==> config.mk <==
export PLATFORM = sky130hd
export DESIGN_NAME = alu
export DESIGN_NICKNAME = d
export VERILOG_FILES = /design/src/hdl/cpu_pkg.sv /design/src/hdl/alu.sv
export SDC_FILE = /design/constraint.sdc
export NUM_CORES = 1
export LEC_CHECK = 0
export BUFFER_PORTS_ARGS = -buffer_cell sky130_fd_sc_hd__buf_2
export CORE_MARGIN = 1.5
export CORE_UTILIZATION = 62
export DETAILED_ROUTE_END_ITERATION = 6
export PLACE_DENSITY = 0.85
export SLEW_MARGIN = 20
export SYNTH_ARGS = -nofsm -noshare
export SYNTH_HDL_FRONTEND = slang
export SYNTH_SLANG_ARGS = --single-unit
==> constraint.sdc <==
create_clock -name vclk -period 3.87
set_input_delay 0.1935 -clock vclk [all_inputs]
set_output_delay 0.1935 -clock vclk [all_outputs]
set_load 0.02 [all_outputs]
==> src/hdl/cpu_pkg.sv <==
package cpu_pkg;

  typedef logic [15:0] word_t;     // data word, register value, alu operand
  typedef logic [31:0] addr_t;     // word address, no byte lanes
  typedef logic [4:0]  reg_addr_t; // register number
  typedef logic [3:0]  alu_func_t; // alu function code
  typedef logic [3:0]  ccr_t;      // {carry, negative, overflow, zero}

  // bit position of zero in ccr, tested by beq and bne
  localparam int CCR_ZERO = 0;

  localparam alu_func_t ALU_ADD = 4'd0;
  localparam alu_func_t ALU_SUB = 4'd1;
  localparam alu_func_t ALU_AND = 4'd2;
  localparam alu_func_t ALU_OR  = 4'd3;
  localparam alu_func_t ALU_XOR = 4'd4;
  localparam alu_func_t ALU_SHL = 4'd5;
  localparam alu_func_t ALU_SHR = 4'd6;

  // instruction class, bits 15:14 of the first word
  localparam logic [1:0] OPC_THREE_WORD = 2'b11;
  localparam logic [1:0] OPC_TWO_WORD   = 2'b10;

  // two-word sub-opcodes, bits 13:10
  localparam logic [3:0] SUB_CMP = 4'b0000;
  localparam logic [3:0] SUB_LDI = 4'b1000;
  localparam logic [3:0] SUB_BRA = 4'b1001;
  localparam logic [3:0] SUB_BEQ = 4'b1010;
  localparam logic [3:0] SUB_BNE = 4'b1100;
  localparam logic [3:0] SUB_ALU = 4'b1101;

  // three-word sub-opcodes, bits 13:12
  localparam logic [1:0] MEM_LOAD  = 2'b11;
  localparam logic [1:0] MEM_STORE = 2'b10;
  localparam logic [1:0] MEM_JMP   = 2'b01;
  localparam logic [1:0] MEM_CALL  = 2'b00;

  typedef enum logic [3:0] {
    FETCH1W, FETCH1, FETCH2W, FETCH2,
    MEMOP1W, MEMOP1, MEMOP2W, MEMOP2,
    STORE, LOADW, LOAD, HALT
  } cpu_state_e;

endpackage
==> src/hdl/alu.sv <==
`timescale 1ns/1ps

module alu (
  input  cpu_pkg::word_t     in1,
  input  cpu_pkg::word_t     in2,
  input  cpu_pkg::alu_func_t func,
  output cpu_pkg::word_t     result,
  output logic               carry,
  output logic               negative,
  output logic               overflow,
  output logic               zero
);

  logic [16:0] wide; // result with one extra bit for carry or borrow

  always_comb begin
    wide     = '0;
    result   = '0;
    carry    = 1'b0;
    overflow = 1'b0;
    case (func)
      cpu_pkg::ALU_ADD: begin
        wide     = {1'b0, in1} + {1'b0, in2};
        result   = wide[15:0];
        carry    = wide[16];
        overflow = (in1[15] == in2[15]) && (result[15] != in1[15]);
      end
      cpu_pkg::ALU_SUB: begin
        wide     = {1'b0, in1} - {1'b0, in2};
        result   = wide[15:0];
        carry    = wide[16]; // set when in1 < in2 unsigned
        overflow = (in1[15] != in2[15]) && (result[15] != in1[15]);
      end
      cpu_pkg::ALU_AND: begin
        result = in1 & in2;
      end
      cpu_pkg::ALU_OR: begin
        result = in1 | in2;
      end
      cpu_pkg::ALU_XOR: begin
        result = in1 ^ in2;
      end
      cpu_pkg::ALU_SHL: begin
        // shift amount from low nibble of in2, carry is last bit out
        wide   = {1'b0, in1} << in2[3:0];
        result = wide[15:0];
        carry  = wide[16];
      end
      cpu_pkg::ALU_SHR: begin
        wide   = {in1, 1'b0} >> in2[3:0];
        result = wide[16:1];
        carry  = wide[0];
      end
      default: begin
        result = '0; // undefined codes
      end
    endcase
  end

  assign negative = result[15];
  assign zero     = (result == '0);

endmodule

==> flow_summary.toml, run 1 <==
[run_status]
status = "finished, final reports clean"

[die]
start_util_pct = 65.4
dieArea_um2 = 6880
io_pins = 56
die-height_um = 82.9
row_count = 28
fp.dieW_um = 82.9
coreArea_um2 = 6060

[global_routing]
grtUsageTotal_pct = 43.6
antenna_found_initial = 0
grt_pass1_wl_um = 24600
grt_max_degree = 39
gr-total-overflow = 0
grt_pass1_vias = 4711

[cells_and_area]
area_growth_pct = 8.91
regArea_um2 = 0
seq_cell_count = 0
clkbuf_count = 0
layout-drive-gt1-share_pct = 17.0
diodes = 0
nNetsFinal = 703
utilization_pct = 71.2

[routing]
drt_first_pass_iters = 6
drcViolationCount = 0
wl_um = 15600
vias_per_cell = 7.33
vias = 5022
drtIter0Drc = 629
wl_per_cell_um = 22.8
ant_nets = 0

[worst_setup_path]
cp_max_fo = 5
cp_top_family = "compound AO/OA/AOI/OAI gates"
cpPeakStageDelay_ps = 490
critPathLaunchType = "input port"
crit_start = "in1[0]"
cp.arrival_ps = 3480
worstSetupPathType = "input port to output pin"
cp_num_buf_inv = 4
required_ps = 3680
cp_slowest_cell = "nor4_1"
path_cells = "buf_2 > inv_1 > ha_1 > inv_1 > fa_1 > nand2b_1 > a221oi_1 > o21ai_1 > o21ai_1 > mux2i_1 > xnor2_1 > o221ai_1 > nor4_1 > and4bb_1 > buf_2"
end_kind = "output pin"

[min_path]
hold_class = "input port to output pin"
hp-start = "in1[15]"

[sta]
fmax_ghz = 0.273
hold_ws_ps = 963
fin_crit_ps = 3670
timing.setup.tns_ps = 0
hold_viol = 0
grt_setup_unrepaired = "false"
min_period_over_period_pct = 94.8
drv_slew = 0
setup_viol = 0
slew_headroom_pct = 50.6
max_slew.worst_pin.slew_ps = 738

[power_and_ir_drop]
totalPowerFinal_uw = 615
ir_worst_vdd_uv = 115
powerDensity_nw_per_um2 = 143
leakage_nw = 1.99

[yosys]
synth.distinct_cells = 76
synthCells = 576
avgSynthCellArea_um2 = 6.88
synth_top_area_share_pct = 16.7
synth.area.top_cells = "ha_1, mux2i_1, nor2_1, mux4_2, inv_1"
synth_nets = 667
yosys_warnings = 0
netlist_area_um2 = 3960
synth.yosys.seq_area_share_pct = 0
synth_largest_area_cell = "ha_1"

[placed_design]
port_buffers = 56
routabilityCongestion = 1.06
dp_hpwl_um = 12200

[cts]
holdBufCountCts = 0

[run]
cap_violations = 0
[timing repair]
action | CTS | global route
buffers inserted | 0 | 0
endpoints found under the setup margin | 0 | 1
gates resized for setup | 0 | 2
[kinds of logic after synthesis]
logic type / after synthesis / share of synthesized area (%)
compound gates: 179 / 31.5
mux: 44 / 14.3
buf+inv: 98 / 10.2
simple gates: 193 / 24.7
xor+xnor: 7 / 1.55
fa+ha+maj: 55 / 17.8
[through the flow]
| step | instances | setup slack, ps | area (um^2) |
|---|---|---|---|
| 6_report | 685 | 201 | 4310 |
| 3_5_place_dp | 685 | 250 | 4310 |
| 5_1_grt | 685 | 53.4 | 4310 |
| 2_1_floorplan | 576 | 24.6 | 3960 |
| 3_3_place_gp | 685 | 439 | 4310 |
| 4_1_cts | 685 | 240 | 4310 |
[worst paths after layout]
path | end | cells past startpoint
setup / recovery | zero | 15
hold / removal | overflow | 4
[Yosys cell counts (8+ instances only)]
| master | number |
|---|---|
| clkbuf_1 | 30 |
| nor2b_1 | 12 |
| mux4_2 | 9 |
| o21ai_0 | 30 |
| nor2_1 | 55 |
| a21oi_1 | 30 |
| nor3_1 | 20 |
| nand2_1 | 45 |
| a31oi_1 | 11 |
| a221oi_1 | 10 |
| a211oi_1 | 10 |
| buf_2 | 8 |
| nand3_1 | 9 |
| nand2b_1 | 10 |
| mux2i_1 | 25 |
| ha_1 | 53 |
| inv_1 | 52 |
[cell type report]
type,count,area (um^2)
inverter,55,206
fill,522,1750
timing repair buffer,77,438
tap,75,93.8
multi-input combinational,478,3580
[report_power, final]
group / internal, mW / switching, mW / leakage, nW / total (mW)
clock network: 0 / 0 / 0 / 0
registers: 0 / 0 / 0 / 0
logic: 0.224 / 0.392 / 1.99 / 0.615
[layout by cell type (no fill, tap or decap), types with 6 or more instances in the layout]
cell      instances
nand2_1          45
nor4_1            7
a22oi_1           6
nor2_1           55
nor3_1           20
a21o_1            6
o221ai_1          6
a221oi_1         10
a31oi_1          11
o21ai_0          30
mux4_2            9
nor2b_1          12
a211oi_1         10
buf_2            56
inv_1            52
ha_1             53
nand4_1           6
nand2b_1         10
buf_4            21
o21ai_1           7
a21oi_1          30
o22ai_1           6
nand3_1           9
mux2i_1          25
[per-layer routing]
metal	GRT usage, %	up-vias	share of wire, %	wire length [um]
met5	0	-	0	0
met4	20.3	0	6.5	1010
met3	8.65	112	14	2130
met2	69.0	439	43	6760
met1	56.8	2247	36	5680
li1	-	2224	-	-
Power figures use the tool's default switching activity.
==> inputs of run 2 (changes only) <==
--- a/config.mk
+++ b/config.mk
@@ -7,9 +7,9 @@
 export LEC_CHECK = 0
 export BUFFER_PORTS_ARGS = -buffer_cell sky130_fd_sc_hd__buf_2
 export CORE_MARGIN = 1.5
-export CORE_UTILIZATION = 62
+export CORE_UTILIZATION = 60
 export DETAILED_ROUTE_END_ITERATION = 6
-export PLACE_DENSITY = 0.85
+export PLACE_DENSITY = 0.83
 export SLEW_MARGIN = 20
 export SYNTH_ARGS = -nofsm -noshare
 export SYNTH_HDL_FRONTEND = slang
==> run 2 against run 1 <==
Net effect: global-route usage is 2.5 points lower; via count down 1.7%; count of clock-buffer cells in the layout stayed put; cell area decreased by 0.67%; maximum frequency rose by 1.3%.
==> flow_summary.toml, run 2 (synthesis gave the netlist of run 1 again) <==
[run_status]
status = "finished, final reports clean"

[global_routing]
grt_pass1_wl_um = 23600
grt_max_degree = 36
antenna_found_initial = 0
gr-total-overflow = 0
grtUsageTotal_pct = 41.1
grt_pass1_vias = 4531

[sta]
setup_viol = 0
hold_viol = 0
fin_crit_ps = 3620
fmax_ghz = 0.276
grt_setup_unrepaired = "false"
max_slew.worst_pin.slew_ps = 909
min_period_over_period_pct = 93.6
drv_slew = 0
timing.setup.tns_ps = 0
slew_headroom_pct = 39.2

[placed_design]
placedInstanceArea_um2 = 4290
port_buffers = 56
routabilityCongestion = 1.08
dp_hpwl_um = 11900

[routing]
drcViolationCount = 0
ant_nets = 0
drtIter0Drc = 582
wl_um = 15200
vias_per_cell = 7.24
wl_per_cell_um = 22.2
vias = 4937
drt_first_pass_iters = 5

[power_and_ir_drop]
ir_worst_vdd_uv = 113
combPwrFrac_pct = 100.0
switching_share_pct = 63.5
leakage_nw = 1.96
powerDensity_nw_per_um2 = 141
p_sw_uw = 385
p_int_uw = 221
pwr-share-clk_pct = 0
seqPwrFrac_pct = 0

[cells_and_area]
final_cell_mix = "buf_2, nor2_1, ha_1"
seq_cell_count = 0
regArea_um2 = 0
fillers = 591
final_cell_area_um2 = 4290
final_common_cell = "buf_2"
diodes = 0
nNetsFinal = 698
multi_input_area_um2 = 3570
layout-drive-gt1-share_pct = 16.2
area_growth_pct = 8.18
clkbuf_count = 0

[die]
row_count = 29
die-height_um = 84.3
start_util_pct = 62.4
dieArea_um2 = 7100
coreArea_um2 = 6350
fp.dieW_um = 84.3
io_pins = 56

[worst_setup_path]
cp.arrival_ps = 3430
end_kind = "output pin"
critPathLaunchType = "input port"
required_ps = 3680
worstSetupPathType = "input port to output pin"
cp_max_fo = 12

[cts]
holdBufCountCts = 0
postCtsSetupBuffers = 0
cts_resized = 0

[run]
cap_violations = 0

[min_path]
hold_class = "input port to output pin"
-- run 2: cell count changes in the layout (fill, tap and decap cells not counted), sizes merged --
cell and change:
buf -5
-- run 2: metal layers --
layer  share of wire (%)  GRT usage (%)
met5                   0              0
met4                 4.3           13.1
met3                  14           6.00
met2                  44           66.6
met1                  38           56.1
-- run 2: final cells by class --
type | instances | area share, %
inverters | 55 | 4.82
multi-input cells | 478 | 83.3
well taps | 77 | 2.25
repair buffers | 72 | 9.64
-- run 2: path summary, 6_finish.rpt --
path / from / end / slack, ps / depth (start not counted)
min: in1[15] / overflow / 880 / 4
max: in1[3] / zero / 250 / 13
-- run 2: through the flow --
stage,cells,utilization [%],setup slack (ps),power [mW],hold WS (ps)
after floorplan,576,-,24.6,0.405,622
after global placement,682,67.5,418,0.571,862
after detailed placement,682,67.5,349,0.582,883
after CTS,682,67.5,340,0.585,886
after global routing,682,67.5,33.2,0.647,917
final,682,67.5,247,0.606,883
-- run 2: worst max-delay path, cell delays in order --
cell and delay [ps]:
buf_2 200, inv_1 70, ha_1 500, a31oi_1 180, a31oi_1 580, a31oi_1 200
o22ai_1 330, o41ai_1 120, buf_4 160, a221oi_1 260, o21ai_1 170, and4bb_1 300
buf_2 160
-- run 2: power groups by stage --
stage / logic [mW] / clock network [mW] / registers [mW]
4_1_cts: 0.585 / 0 / 0
2_1_floorplan: 0.405 / 0 / 0
5_1_grt: 0.647 / 0 / 0
3_5_place_dp: 0.582 / 0 / 0
3_3_place_gp: 0.571 / 0 / 0
6_report: 0.606 / 0 / 0
==> inputs of run 3 (changes only) <==
--- a/config.mk
+++ b/config.mk
@@ -9,7 +9,7 @@
 export CORE_MARGIN = 1.5
 export CORE_UTILIZATION = 60
 export DETAILED_ROUTE_END_ITERATION = 6
-export PLACE_DENSITY = 0.83
+export PLACE_DENSITY_LB_ADDON = 0.2
 export SLEW_MARGIN = 20
 export SYNTH_ARGS = -nofsm -noshare
 export SYNTH_HDL_FRONTEND = slang
==> constraint.sdc (replaced) <==
create_clock -name vclk -period 3.87
set_input_delay 0.1935 -clock vclk [all_inputs]
set_output_delay 0.1935 -clock vclk [all_outputs]
set_load 0.005 [all_outputs]
==> run 3 against run 2 <==
Net effect: die area unchanged; via count decreased by 0.83%; combinational power shrank 5.8%; sequential share of layout area stayed put; count of clock-buffer cells in the layout unchanged; largest cell class unchanged; utilization is 0.12 points lower; non-clock buffer count down 1; final cell count decreased by 0.15%; wire length down 2.9%; maximum frequency grew 2.4%; global-route usage down 1.1 points; critical path depth stayed put.
==> flow_summary.toml, run 3 (synthesis gave the netlist of run 1 again) <==
[run_status]
status = "finished, final reports clean"

[cells_and_area]
nNetsFinal = 697
layout-drive-gt1-share_pct = 16.1
final_cell_mix = "buf_2, nor2_1, ha_1"
fillers = 595
instances_no_fill = 681
final_cell_area_um2 = 4280
seq_cell_count = 0
diodes = 0
final_common_cell = "buf_2"
area_growth_pct = 7.99
regArea_um2 = 0
clkbuf_count = 0

[worst_setup_path]
cp_num_buf_inv = 3
cp_top_family = "compound AO/OA/AOI/OAI gates"
critPathLaunchType = "input port"
worstSetupPathType = "input port to output pin"
end_kind = "output pin"
cpPeakStageDelay_ps = 750
path_cells = "buf_2 > inv_1 > ha_1 > nor3_1 > a2111oi_0 > o21ai_0 > a21oi_1 > mux2i_1 > xor2_1 > o21ai_0 > nor4_1 > and4bb_1 > buf_2"
required_ps = 3680
cp.arrival_ps = 3340
cp_max_fo = 12
cp_slowest_cell = "a2111oi_0"

[sta]
grt_setup_unrepaired = "false"
hold_viol = 0
fin_crit_ps = 3540
slew_headroom_pct = 46.1
setup_ws_ps = 333
timing.setup.tns_ps = 0
drv_slew = 0
fmax_ghz = 0.283
min_period_over_period_pct = 91.4
max_slew.worst_pin.slew_ps = 787
setup_viol = 0

[power_and_ir_drop]
ir_worst_vdd_uv = 125
leakage_nw = 1.96
powerDensity_nw_per_um2 = 134
totalPowerFinal_uw = 571

[routing]
ant_nets = 0
drcViolationCount = 0
wl_per_cell_um = 21.6
wl_um = 14700
drtIter0Drc = 532
drt_first_pass_iters = 5
vias_per_cell = 7.19
vias = 4896

[die]
fp.dieW_um = 84.3
die-height_um = 84.3
start_util_pct = 62.4
io_pins = 56
row_count = 29
dieArea_um2 = 7100
coreArea_um2 = 6350

[global_routing]
grt_max_degree = 41
grt_pass1_vias = 4360
grtUsageTotal_pct = 40.0
gr-total-overflow = 0
antenna_found_initial = 0
grt_pass1_wl_um = 23100

[cts]
cts_resized = 0
holdBufCountCts = 0
postCtsSetupBuffers = 0

[run]
cap_violations = 0

[placed_design]
dp.cells = 681
place_ws_ps = 470
placedInstanceArea_um2 = 4280
dp_hpwl_um = 11600
port_buffers = 56
routabilityCongestion = 1.05

[min_path]
hold_class = "input port to output pin"
## run 3: changes by cell type in the layout (fill, tap and decap cells not counted), sizes merged
cell	previous run	this run
buf	72	71
## run 3: cell type report
class / instances / area (um^2) / area share (%)
inverters: 55 / 206 / 4.83
multi-input cells: 478 / 3570 / 83.4
well taps: 77 / 96.3 / 2.25
repair buffers: 71 / 405 / 9.48
## run 3: power by group
group	switching [mW]	internal, mW	total, mW	leakage, nW
sequential	0	0	0	0
clock	0	0	0	0
combinational	0.352	0.219	0.571	1.96
## run 3: metal layers
| layer | vias up | global-route usage, % | share of wire, % |
|---|---|---|---|
| li1 | 2205 | - | - |
| met1 | 2270 | 54.3 | 39 |
| met2 | 351 | 64.7 | 44 |
| met3 | 70 | 6.00 | 12 |
| met4 | 0 | 13.9 | 4.7 |
| met5 | - | 0 | 0 |
## run 3: metrics by stage
step | util [%] | hold slack [ps]
4_1_cts | 67.4 | 865
2_1_floorplan | - | 545
6_report | 67.4 | 884
5_1_grt | 67.4 | 905
3_3_place_gp | 67.4 | 856
3_5_place_dp | 67.4 | 866
## run 3: final timing paths
kind                 from        to  slack [ps]  cells past startpoint
setup / recovery   in1[3]      zero         330                     13
hold / removal    in1[15]  overflow         880                      4
