--- src/hdl/cpu_pkg.sv ---
package cpu_pkg;

  typedef logic [15:0] word_t;     // data word, register value, alu operand
  typedef logic [31:0] addr_t;     // word address, no byte lanes
  typedef logic [4:0]  reg_addr_t; // register number
  typedef logic [3:0]  alu_func_t; // alu function code
  typedef logic [3:0]  ccr_t;      // {carry, negative, overflow, zero}

  // bit position of zero in ccr, tested by beq and bne
  localparam int CCR_ZERO = 0;

  localparam alu_func_t ALU_ADD = 4'd0;
  localparam alu_func_t ALU_SUB = 4'd1;
  localparam alu_func_t ALU_AND = 4'd2;
  localparam alu_func_t ALU_OR  = 4'd3;
  localparam alu_func_t ALU_XOR = 4'd4;
  localparam alu_func_t ALU_SHL = 4'd5;
  localparam alu_func_t ALU_SHR = 4'd6;

  // instruction class, bits 15:14 of the first word
  localparam logic [1:0] OPC_THREE_WORD = 2'b11;
  localparam logic [1:0] OPC_TWO_WORD   = 2'b10;

  // two-word sub-opcodes, bits 13:10
  localparam logic [3:0] SUB_CMP = 4'b0000;
  localparam logic [3:0] SUB_LDI = 4'b1000;
  localparam logic [3:0] SUB_BRA = 4'b1001;
  localparam logic [3:0] SUB_BEQ = 4'b1010;
  localparam logic [3:0] SUB_BNE = 4'b1100;
  localparam logic [3:0] SUB_ALU = 4'b1101;

  // three-word sub-opcodes, bits 13:12
  localparam logic [1:0] MEM_LOAD  = 2'b11;
  localparam logic [1:0] MEM_STORE = 2'b10;
  localparam logic [1:0] MEM_JMP   = 2'b01;
  localparam logic [1:0] MEM_CALL  = 2'b00;

  typedef enum logic [3:0] {
    FETCH1W, FETCH1, FETCH2W, FETCH2,
    MEMOP1W, MEMOP1, MEMOP2W, MEMOP2,
    STORE, LOADW, LOAD, HALT
  } cpu_state_e;

endpackage
--- src/hdl/register_file.sv ---
`timescale 1ns/1ps

module register_file (
  input  logic               clk,
  input  logic               rst_n,
  input  cpu_pkg::reg_addr_t rd_addr1,
  input  cpu_pkg::reg_addr_t rd_addr2,
  input  cpu_pkg::reg_addr_t wr_addr,
  input  cpu_pkg::word_t     wr_data,
  input  logic               wr_en,
  output cpu_pkg::word_t     rd_data1,
  output cpu_pkg::word_t     rd_data2
);

  cpu_pkg::word_t regs [32];

  always_ff @(posedge clk or negedge rst_n) begin
    if (!rst_n) begin
      for (int i = 0; i < 32; i++) begin
        regs[i] <= '0;
      end
    end else if (wr_en) begin
      regs[wr_addr] <= wr_data;
    end
  end

  // combinational reads, a write shows up after the edge
  assign rd_data1 = regs[rd_addr1];
  assign rd_data2 = regs[rd_addr2];

endmodule

--- config.mk ---
export PLATFORM = sky130hd
export DESIGN_NAME = register_file
export DESIGN_NICKNAME = d
export VERILOG_FILES = /design/src/hdl/cpu_pkg.sv /design/src/hdl/register_file.sv
export SDC_FILE = /design/constraint.sdc
export NUM_CORES = 1
export LEC_CHECK = 0
export BUFFER_PORTS_ARGS = -buffer_cell sky130_fd_sc_hd__buf_2
export CORE_MARGIN = 3
export CORE_UTILIZATION = 45
export CTS_BUF_LIST = sky130_fd_sc_hd__clkbuf_8
export CTS_CLUSTER_DIAMETER = 40
export DETAILED_ROUTE_END_ITERATION = 10
export SETUP_SLACK_MARGIN = 0.1
export SYNTH_ARGS = -nofsm -noshare
export SYNTH_HDL_FRONTEND = slang
export SYNTH_SLANG_ARGS = --single-unit
export TNS_END_PERCENT = 100
--- constraint.sdc ---
create_clock -name clk -period 1.6 [get_ports clk]
set_input_delay 0.08 -clock clk [delete_from_list [all_inputs] [get_ports clk]]
set_output_delay 0.08 -clock clk [all_outputs]
set_load 0.02 [all_outputs]
==> results of run 1 <==
## power breakdown
part           leakage [nW]  switching, mW  internal (mW)  total (mW)
Sequential             6.55           1.93           15.5        17.4
Combinational          8.99           4.23           4.78        9.01
Clock                  1.20           5.92           8.29        14.2
## per-stage QoR
step	worst slack, ns	utilization [%]
floorplan	0.114	-
global placement	-0.339	51.3
detailed placement	-0.359	51.3
CTS	-0.736	56.3
global route	-0.736	56.4
finish	-0.729	56.4
## kinds of logic after synthesis
logic type	synth area share, %
AO/OA/AOI/OAI	7.17
buffers and inverters	4.21
flip-flops	45.0
multiplexers	38.2
AND/OR/NAND/NOR	5.39
## metal layers
metal	GRT usage [%]	vias to the layer above	part of all wire, %	routed length [um]
met3	4.71	216	5.4	4790
met1	35.1	10736	43	38200
met4	10.9	0	4.1	3660
li1	-	9029	-	-
met2	43.8	673	47	42000
met5	0	-	0	0
## critical path, cell delays in order (launching register included)
cell and delay [ns]:
dfrtp_1 0.38, buf_6 0.12, mux2i_1 0.14, a22o_1 0.17
nor3_2 0.07, a31oi_1 0.26, nand3_1 0.22, buf_6 0.19
## repair_timing
| action | CTS | global route |
|---|---|---|
| gates resized for setup | 170 | 12 |
| hold endpoints to repair | 522 | 0 |
| hold buffers | 3 | 0 |
| endpoints found under the setup margin | 32 | 32 |
| cloned | 0 | 0 |
| pin swaps | 71 | 44 |
| setup buffers | 8 | 3 |
## area by class of cell
| cell class | count | area [um^2] |
|---|---|---|
| Antenna cell | 1 | 2.50 |
| Clock buffer | 120 | 1650 |
| Clock inverter | 63 | 552 |
| Fill cell | 5183 | 27100 |
| Multi-Input combinational cell | 1567 | 15200 |
| Sequential cell | 512 | 12800 |
| Tap cell | 837 | 1050 |
| Timing Repair Buffer | 325 | 3750 |
## synth_stat cells (all sizes together) (4+ instances only)
cell,number,area [um^2]
a22o,64,561
nand4,32,200
nor2b,4,25.0
buf,125,841
a22oi,128,961
dfrtp,512,12800
clkbuf,95,358
nand3,66,343
nand2b,4,25.0
nor3b,4,68.8
mux2,512,5770
a31oi,32,200
mux2i,512,5120
nand3b,4,67.6
nor3,33,176
nor2,19,229
a21oi,64,320
nand2,81,344
## final timing paths
path | cells past startpoint | to | from
max | 7 | rd_data1[11] | regs[411]
min | 2 | regs[20] | wr_data[4]
max reg2reg | 3 | regs[419] | regs[419]
min reg2reg | 1 | regs[61] | regs[61]
max in group asynchronous | 3 | regs[272] | rst_n
min in group asynchronous | 3 | regs[490] | rst_n
==> results by group, run 1 <==
Timing
  • Slew Limit Headroom: between 50% and 60%
  • Achievable Freq: 429 MHz
  • Final count of hold timing violations: 0
  • Tmin final: 2.33 ns
  • Fin Hold WS: 0.0667 ns
  • Skew final: 0 ns
  • Final WS setup: -0.729 ns
  • Setup TNS: -17.48 ns
  • RSZ-0062 raised after global routing: yes
  • Fin crit share: 146%
  • Final Max Slew Viols: 0
  • Slew @ Worst Pin: ~0.71 ns
  • Final setup viols: 32

Floorplan
  • Ports: 66
  • Core footprint: roughly 62000 um^2
  • Initial core utilization: 45.8%
  • Die width: 258 um
  • Die Y: 258 um
  • Total die area: between 60000 and 70000 um^2
  • FP Rows: 91

Clocking
  • CTS tree: yes
  • Clock Sinks: 512
  • Root Buffer: clkbuf_8
  • Num CTS Buffers: 101
  • Clock slew at reported path FFs: 0.06 ns
  • Skew-Pair Late Insertion Delay: slightly below 0.7 ns
  • H-tree levels: 3
  • Clock Tree Buf Depth: 3

Setup path
  • WS Path Type: flip-flop to primary output
  • CP Max Fanout: 2
  • CP startpoint kind: flip-flop
  • Flop2flop setup slack: around 0.58 ns
  • Critical path data arrival time: 2.25 ns
  • Critical Path RT: 1.52 ns
  • Setup crit end kind: primary output

Global routing
  • Total GRT Usage: roughly a quarter
  • First-pass GRT wire length: around 140000 um
  • Vias in the first global route: 21967
  • Initial antenna violation count: 1
  • Remaining global-route overflow: 0
  • Largest net degree at the start of global routing: 53

Placed design
  • IO Port Bufs: 65
  • GPL Wtd Cong: about 0.86
  • DP HPWL: 58000 um
  • Placed cell area: about 32000 um^2
  • Placed instance count: approximately 3200

Run status
  • Status: finished with violations
  • Failing checks: setup timing

Logic synthesis
  • Synth Net Count: 2333
  • Yosys cell types: 36
  • Yosys reg bits: 512
  • Post-synth EDFFs: 0
  • Syn avg cell area: roughly 12 um^2
  • Mapped Area: about 28000 um^2
  • Sequential fraction of the synthesis area: 45.0%
  • Yosys warns: 0
  • Syn Inst Count: 2299
  • Synth async-reset ratio: 100%
  • Top_reg_cell synth: dfrtp_1

Drt
  • Vias per cell: 6.03
  • # DRC: 0
  • Remaining antenna violation count: 0
  • Drt total wl: 88600 um
  • Routed via count: 20654
  • Drt first pass iters: 5
  • Starting DRT DRC Count: 1601
  • Wire length per cell: 25.9 um

Pwr
  • PwrDens: 1160 nW/um^2
  • VDD IR max: about 0.67 mV
  • Leak: roughly 17 nW
  • Pwr Total: 40.7 mW

Cells and area
  • Commonest non-fill, non-tap cell in the layout: dfrtp_1
  • Largest register by flop count: regs
  • Design area: 35000 um^2
  • Most frequent cells in the layout: dfrtp_1 (512), mux2i_1 (511), mux2_2 (449)
  • Largest registers: regs (512)
  • Finished Layout Cells: 3425
  • Largest register FFs: approximately 510
  • Area delta synth->final: 23.1%
  • Ratio of cells with drive above 1 in the final layout: around 41%
  • Final nets: 2541

Min path
  • Hold Path Class: primary input to flip-flop

Run
  • Max-cap check violation count: 0
Power figures use the tool's default switching activity.
==> run 2, diff against run 1 <==
Settings changed: CELL_PAD_IN_SITES_DETAIL_PLACEMENT set to 2, CELL_PAD_IN_SITES_GLOBAL_PLACEMENT set to 2, PLACE_DENSITY_LB_ADDON set to 0.1, SETUP_SLACK_MARGIN 0.1 to unset.
==> results by group, run 2 (synthesized netlist as in run 1, its figures left out) <==
Run status
  • Status: finished with violations
  • Failing checks: hold timing, setup timing

Timing
  • Final count of hold timing violations: 4 (+4)
  • Fin crit share: 160% (+14 points)
  • Achievable Freq: 391 MHz (-8.9%)
  • RSZ-0062 raised after global routing: yes
  • Fin Hold WS: -0.0116 ns (-0.0783 ns)
  • Final WS setup: -0.957 ns (-0.228 ns)
  • Final setup viols: 32 (unchanged)
  • Setup TNS: -24.49 ns (-7.01 ns)
  • Slew @ Worst Pin: 1.07 ns (+0.367 ns)
  • Final Max Slew Viols: 0 (unchanged)
  • Slew Limit Headroom: 28.2% (-25 points)
  • Skew final: 0 ns (unchanged)
  • Tmin final: 2.56 ns (+0.228 ns)

Setup path
  • Worst R2R End: regs[501]
  • Setup crit end kind: primary output
  • Kind of cell adding the most delay to the critical path: compound AO/OA/AOI/OAI gates
  • Crit-path max cell delay: 0.42 ns (+0.04 ns)
  • Worst R2R Path Depth: 3 (unchanged)
  • Flop2flop setup slack: 0.49 ns (-0.09 ns)
  • CP startpoint kind: flip-flop
  • Critical-path cell list: mux2i_1 > a22o_1 > nor3_2 > a31oi_1 > buf_4 > nand3_4 > buf_6
  • Worst R2R Start: regs[501]
  • Critical Path RT: 1.52 ns (about the same)
  • WS Path Type: flip-flop to primary output
  • CP Max Fanout: 3 (+1)
  • WP buf/inv: 2 (unchanged)
  • Critical path data arrival time: 2.48 ns (+0.23 ns)
  • Slowest stage cell, crit path: dfrtp_1

Clocking
  • Clock Tree Buf Depth: 3 (unchanged)
  • CTS tree: yes
  • Clock Sinks: 512 (unchanged)
  • H-tree levels: 3 (unchanged)
  • Num CTS Buffers: 106 (+5.0%)
  • Root Buffer: clkbuf_8
  • Clock slew at reported path FFs: 0.07 ns (about the same)
  • Skew-Pair Late Insertion Delay: 0.76 ns (+0.08 ns)

Floorplan
  • Total die area: 66300 um^2 (unchanged)
  • Initial core utilization: 45.8% (unchanged)
  • Die Y: 258 um (unchanged)
  • Die width: 258 um (unchanged)
  • Core footprint: 62200 um^2 (unchanged)
  • Ports: 66 (unchanged)
  • FP Rows: 91 (unchanged)

Global routing
  • GR Layer Usage met1: 49.0% (+14 points)
  • Remaining global-route overflow: 0 (unchanged)
  • M3 GR Usage: 10.2% (+5.5 points)
  • Initial antenna violation count: 9 (+8)
  • Total GRT Usage: 41.0% (+14 points)
  • Most used routing layer in global routing: met2
  • Global Route met2 Usage: 67.2% (+23 points)
  • First-pass GRT wire length: 200000 um (+47%)
  • Vias in the first global route: 26802 (+22%)
  • Largest net degree at the start of global routing: 91 (+72%)

Cells and area
  • Fillcell total: 5588 (+7.8%)
  • Largest register FFs: 512 (unchanged)
  • Area of the multi-input gates: 15300 um^2 (+0.76%)
  • Area delta synth->final: 25.4%
  • Final nets: 2589 (+1.9%)
  • Largest registers: regs (512)
  • Largest register by flop count: regs
  • Finished Layout Cells: 3487 (+1.8%)
  • FF/Latch Area: 12800 um^2 (about the same)
  • Commonest non-fill, non-tap cell in the layout: dfrtp_1
  • Design area: 35700 um^2 (+1.9%)
  • Most frequent cells in the layout: dfrtp_1 (510), mux2i_1 (481), mux2_2 (449)
  • Ratio of cells with drive above 1 in the final layout: 43.3% (+2.4 points)
  • Util after Layout: 57.5% (+1.1 points)

Pwr
  • PwrDens: 1270 nW/um^2 (+9.3%)
  • Pwr Total: 45.3 mW (+11%)
  • VDD IR max: 0.904 mV (+34%)
  • Leak: 17.0 nW (+1.4%)

Min path
  • Hold Path Class: primary input to asynchronous set/reset pin

Placed design
  • Placed cell area: 32200 um^2 (+1.0%)
  • Placed instance count: 3273 (+0.86%)
  • DP HPWL: 75700 um (+30%)
  • Pre-CTS WS: -0.312 ns (+0.0471 ns)
  • IO Port Bufs: 65 (unchanged)
  • GPL Wtd Cong: 0.845 (-2.1%)

Drt
  • Routed via count: 24218 (+17%)
  • Drt first pass iters: 5 (unchanged)
  • Remaining antenna violation count: 0 (unchanged)
  • Starting DRT DRC Count: 2492 (+56%)
  • Vias per cell: 6.95 (+15%)
  • Wire length per cell: 42.4 um (+64%)
  • # DRC: 0 (unchanged)
  • Drt total wl: 148000 um (+67%)

Run
  • Max-cap check violation count: 0 (unchanged)
-- run 2: repair_timing --
| action | in CTS | in global routing |
|---|---|---|
| endpoints found under the hold margin | 522 | 0 |
| pin swaps | 71 | 65 |
| hold buffers | 4 | 0 |
| setup endpoints to repair | 32 | 32 |
| gates resized for setup | 169 | 50 |
| setup buffers | 15 | 8 |
-- run 2: worst max-delay path by stage --
stage	depth (start not counted)	slack (ns)	endpoint	from
finish	7	-0.96	rd_data2[1]	regs[385]
global route	7	-1.00	rd_data2[1]	regs[385]
CTS	7	-0.80	rd_data1[10]	regs[506]
detailed placement	8	-0.31	rd_data2[10]	rd_addr2[2]
global placement	8	-0.31	rd_data2[8]	rd_addr2[4]
floorplan	6	0.11	regs[309]	wr_addr[1]
-- run 2: area by class of cell --
| type | instances | area share (%) |
|---|---|---|
| multi-input cells | 1567 | 43.0 |
| flip-flops and latches | 512 | 35.9 |
| repair buffers | 368 | 11.7 |
| clock buffers | 131 | 5.05 |
| well taps | 837 | 2.93 |
| clock inverters | 64 | 1.40 |
| diodes | 8 | 0.0560 |
-- run 2: worst min-delay path, cell delays in order --
cell,delay [ns]
dlygate4sd3_1,0.57
buf_8,0.22
buf_4,0.21
-- run 2: per-layer routing --
metal	part of all wire, %	up-vias
met5	0	-
met4	7.2	0
met3	8.3	657
met2	47	1619
met1	38	12825
li1	-	9117
-- run 2: power by group --
group	internal (mW)	switching (mW)	total (mW)	leakage, nW
Clock	8.56	7.42	16.0	1.26
Sequential	15.5	2.95	18.4	6.54
Combinational	4.95	5.93	10.9	9.16
==> run 3, diff against run 2 <==
Settings changed: CTS_CLUSTER_SIZE set to 8, PLACE_DENSITY set to 0.89, PLACE_DENSITY_LB_ADDON 0.1 to unset.
==> results by group, run 3 (synthesized netlist as in run 1, its figures left out) <==
Cells and area
  • Finished Layout Cells: 3430 (-1.6%)
  • Largest registers: regs (512)
  • Fillcell total: 5500 (-1.6%)
  • Largest register by flop count: regs
  • Util after Layout: 57.3% (-0.19 points)
  • Design area: 35600 um^2 (-0.32%)
  • FF/Latch Area: 12800 um^2 (+0.19%)
  • Ratio of cells with drive above 1 in the final layout: 45.0% (+1.7 points)
  • Final nets: 2569 (-0.77%)
  • Largest register FFs: 512 (unchanged)
  • Area of the multi-input gates: 15700 um^2 (+2.2%)
  • Commonest non-fill, non-tap cell in the layout: dfrtp_1
  • Area delta synth->final: 25.0%
  • Most frequent cells in the layout: dfrtp_1 (491), mux2i_1 (461), mux2_2 (449)

Global routing
  • Largest net degree at the start of global routing: 109 (+20%)
  • Vias in the first global route: 28508 (+6.4%)
  • Initial antenna violation count: 6 (-3)
  • First-pass GRT wire length: 224000 um (+12%)
  • Total GRT Usage: 47.1% (+6.1 points)
  • Remaining global-route overflow: 0 (unchanged)

Timing
  • Slew @ Worst Pin: 1.11 ns (+0.0397 ns)
  • Final WS setup: -1.25 ns (-0.294 ns)
  • Setup TNS: -28.65 ns (-4.16 ns)
  • Fin crit share: 178% (+18 points)
  • Achievable Freq: 351 MHz (-10%)
  • Final count of hold timing violations: 17 (+13)
  • Final setup viols: 32 (unchanged)
  • Fin Hold WS: -0.0198 ns (-0.00818 ns)
  • Slew Limit Headroom: 25.6% (-2.7 points)
  • RSZ-0062 raised after global routing: yes
  • Final Max Slew Viols: 0 (unchanged)
  • Tmin final: 2.85 ns (+0.294 ns)
  • Skew final: 0 ns (unchanged)

Clocking
  • Num CTS Buffers: 91 (-14%)
  • Root Buffer: clkbuf_8
  • Clock slew at reported path FFs: 0.07 ns (about the same)
  • H-tree levels: 3 (unchanged)
  • Clock Sinks: 512 (unchanged)
  • CTS tree: yes
  • Clock Tree Buf Depth: 3 (unchanged)
  • Skew-Pair Late Insertion Delay: 0.79 ns (+0.03 ns)

Drt
  • Starting DRT DRC Count: 2877 (+15%)
  • Drt first pass iters: 7 (+2)
  • Wire length per cell: 48.4 um (+14%)
  • Remaining antenna violation count: 0 (unchanged)
  • # DRC: 0 (unchanged)
  • Routed via count: 25527 (+5.4%)
  • Vias per cell: 7.44 (+7.2%)
  • Drt total wl: 166000 um (+12%)

Run
  • Max-cap check violation count: 0 (unchanged)

Pwr
  • Pwr Total: 45.9 mW (+1.3%)
  • PwrDens: 1290 nW/um^2 (+1.7%)
  • VDD IR max: 1.21 mV (+34%)
  • Leak: 16.7 nW (-1.8%)

Placed design
  • Pre-CTS WS: -0.396 ns (-0.0838 ns)
  • Placed cell area: 31900 um^2 (-1.1%)
  • IO Port Bufs: 65 (unchanged)
  • DP HPWL: 83900 um (+11%)
  • GPL Wtd Cong: 0.913 (+8.0%)
  • Placed instance count: 3240 (-1.0%)

Setup path
  • Crit-path max cell delay: 0.56 ns (+0.14 ns)
  • Critical path data arrival time: 2.77 ns (+0.29 ns)
  • WS Path Type: flip-flop to primary output
  • CP Max Fanout: 2 (-1)
  • Flop2flop setup slack: 0.38 ns (-0.11 ns)
  • Critical-path cell list: mux2i_2 > a22o_1 > nor3_4 > a31oi_2 > buf_4 > nand3_4 > buf_6
  • CP startpoint kind: flip-flop
  • Critical Path RT: 1.52 ns (about the same)
  • Slowest stage cell, crit path: mux2i_2
  • Setup crit end kind: primary output

Run status
  • Failing checks: hold timing, setup timing
  • Status: finished with violations

Floorplan
  • Ports: 66 (unchanged)
  • Core footprint: 62200 um^2 (unchanged)
  • Initial core utilization: 45.8% (unchanged)
  • Die Y: 258 um (unchanged)
  • FP Rows: 91 (unchanged)
  • Die width: 258 um (unchanged)
  • Total die area: 66300 um^2 (unchanged)

Min path
  • Hold Path Class: primary input to asynchronous set/reset pin
## run 3: cell count changes in the layout (fill, tap and decap cells not counted), moves of 7 or more
cell,delta
inv_1,-16
mux2i_1,-20
clkinv_2,-8
mux2i_2,+9
mux2i_4,+11
dfrtp_2,+19
clkbuf_8,-28
buf_12,-8
dfrtp_1,-19
a22oi_2,+7
a22oi_1,-7
## run 3: final timing paths
kind | start | to | cells after the start
max | regs[445] | rd_data1[13] | 7
min | rst_n | regs[346] | 3
max reg2reg | regs[472] | regs[472] | 3
min reg2reg | regs[54] | regs[54] | 1
max in group asynchronous | rst_n | regs[54] | 3
min in group clk | wr_data[9] | regs[25] | 2
## run 3: worst max-delay path: cells and delay by family, from the launching register on
family / cells / cell delay [ns]
muxes: 1 / 0.56
AOI/OAI and AO/OA: 2 / 0.51
DFF: 1 / 0.42
buffers and inverters: 2 / 0.32
and+or+nand+nor: 2 / 0.19
## run 3: layout make-up
class	count	share of cell area, %
multi-input cells	1567	44.1
clock buffers	103	3.98
diodes	4	0.0281
well taps	837	2.94
flip-flops and latches	512	36.1
repair buffers	363	11.5
clock inverters	44	1.46
## run 3: what timing repair did
action                     in CTS  in global routing
buffers inserted               27                 22
setup endpoints to repair      32                 32
pin swaps                      80                 69
hold buffers                    6                  0
hold endpoints to repair      516                  0
resized for setup             212                 93
## run 3: where the power goes
group / total [mW] / switching (mW) / internal, mW
logic: 12.2 / 6.97 / 5.19
clock network: 14.8 / 7.11 / 7.67
registers: 19.0 / 3.46 / 15.5
## run 3: routing by layer
metal / global-route usage (%) / vias up / routed length [um]
li1: - / 9043 / -
met1: 48.9 / 13139 / 55400
met2: 77.7 / 2229 / 76500
met3: 13.6 / 1110 / 15300
met4: 41.7 / 6 / 18600
met5: 0 / - / 40
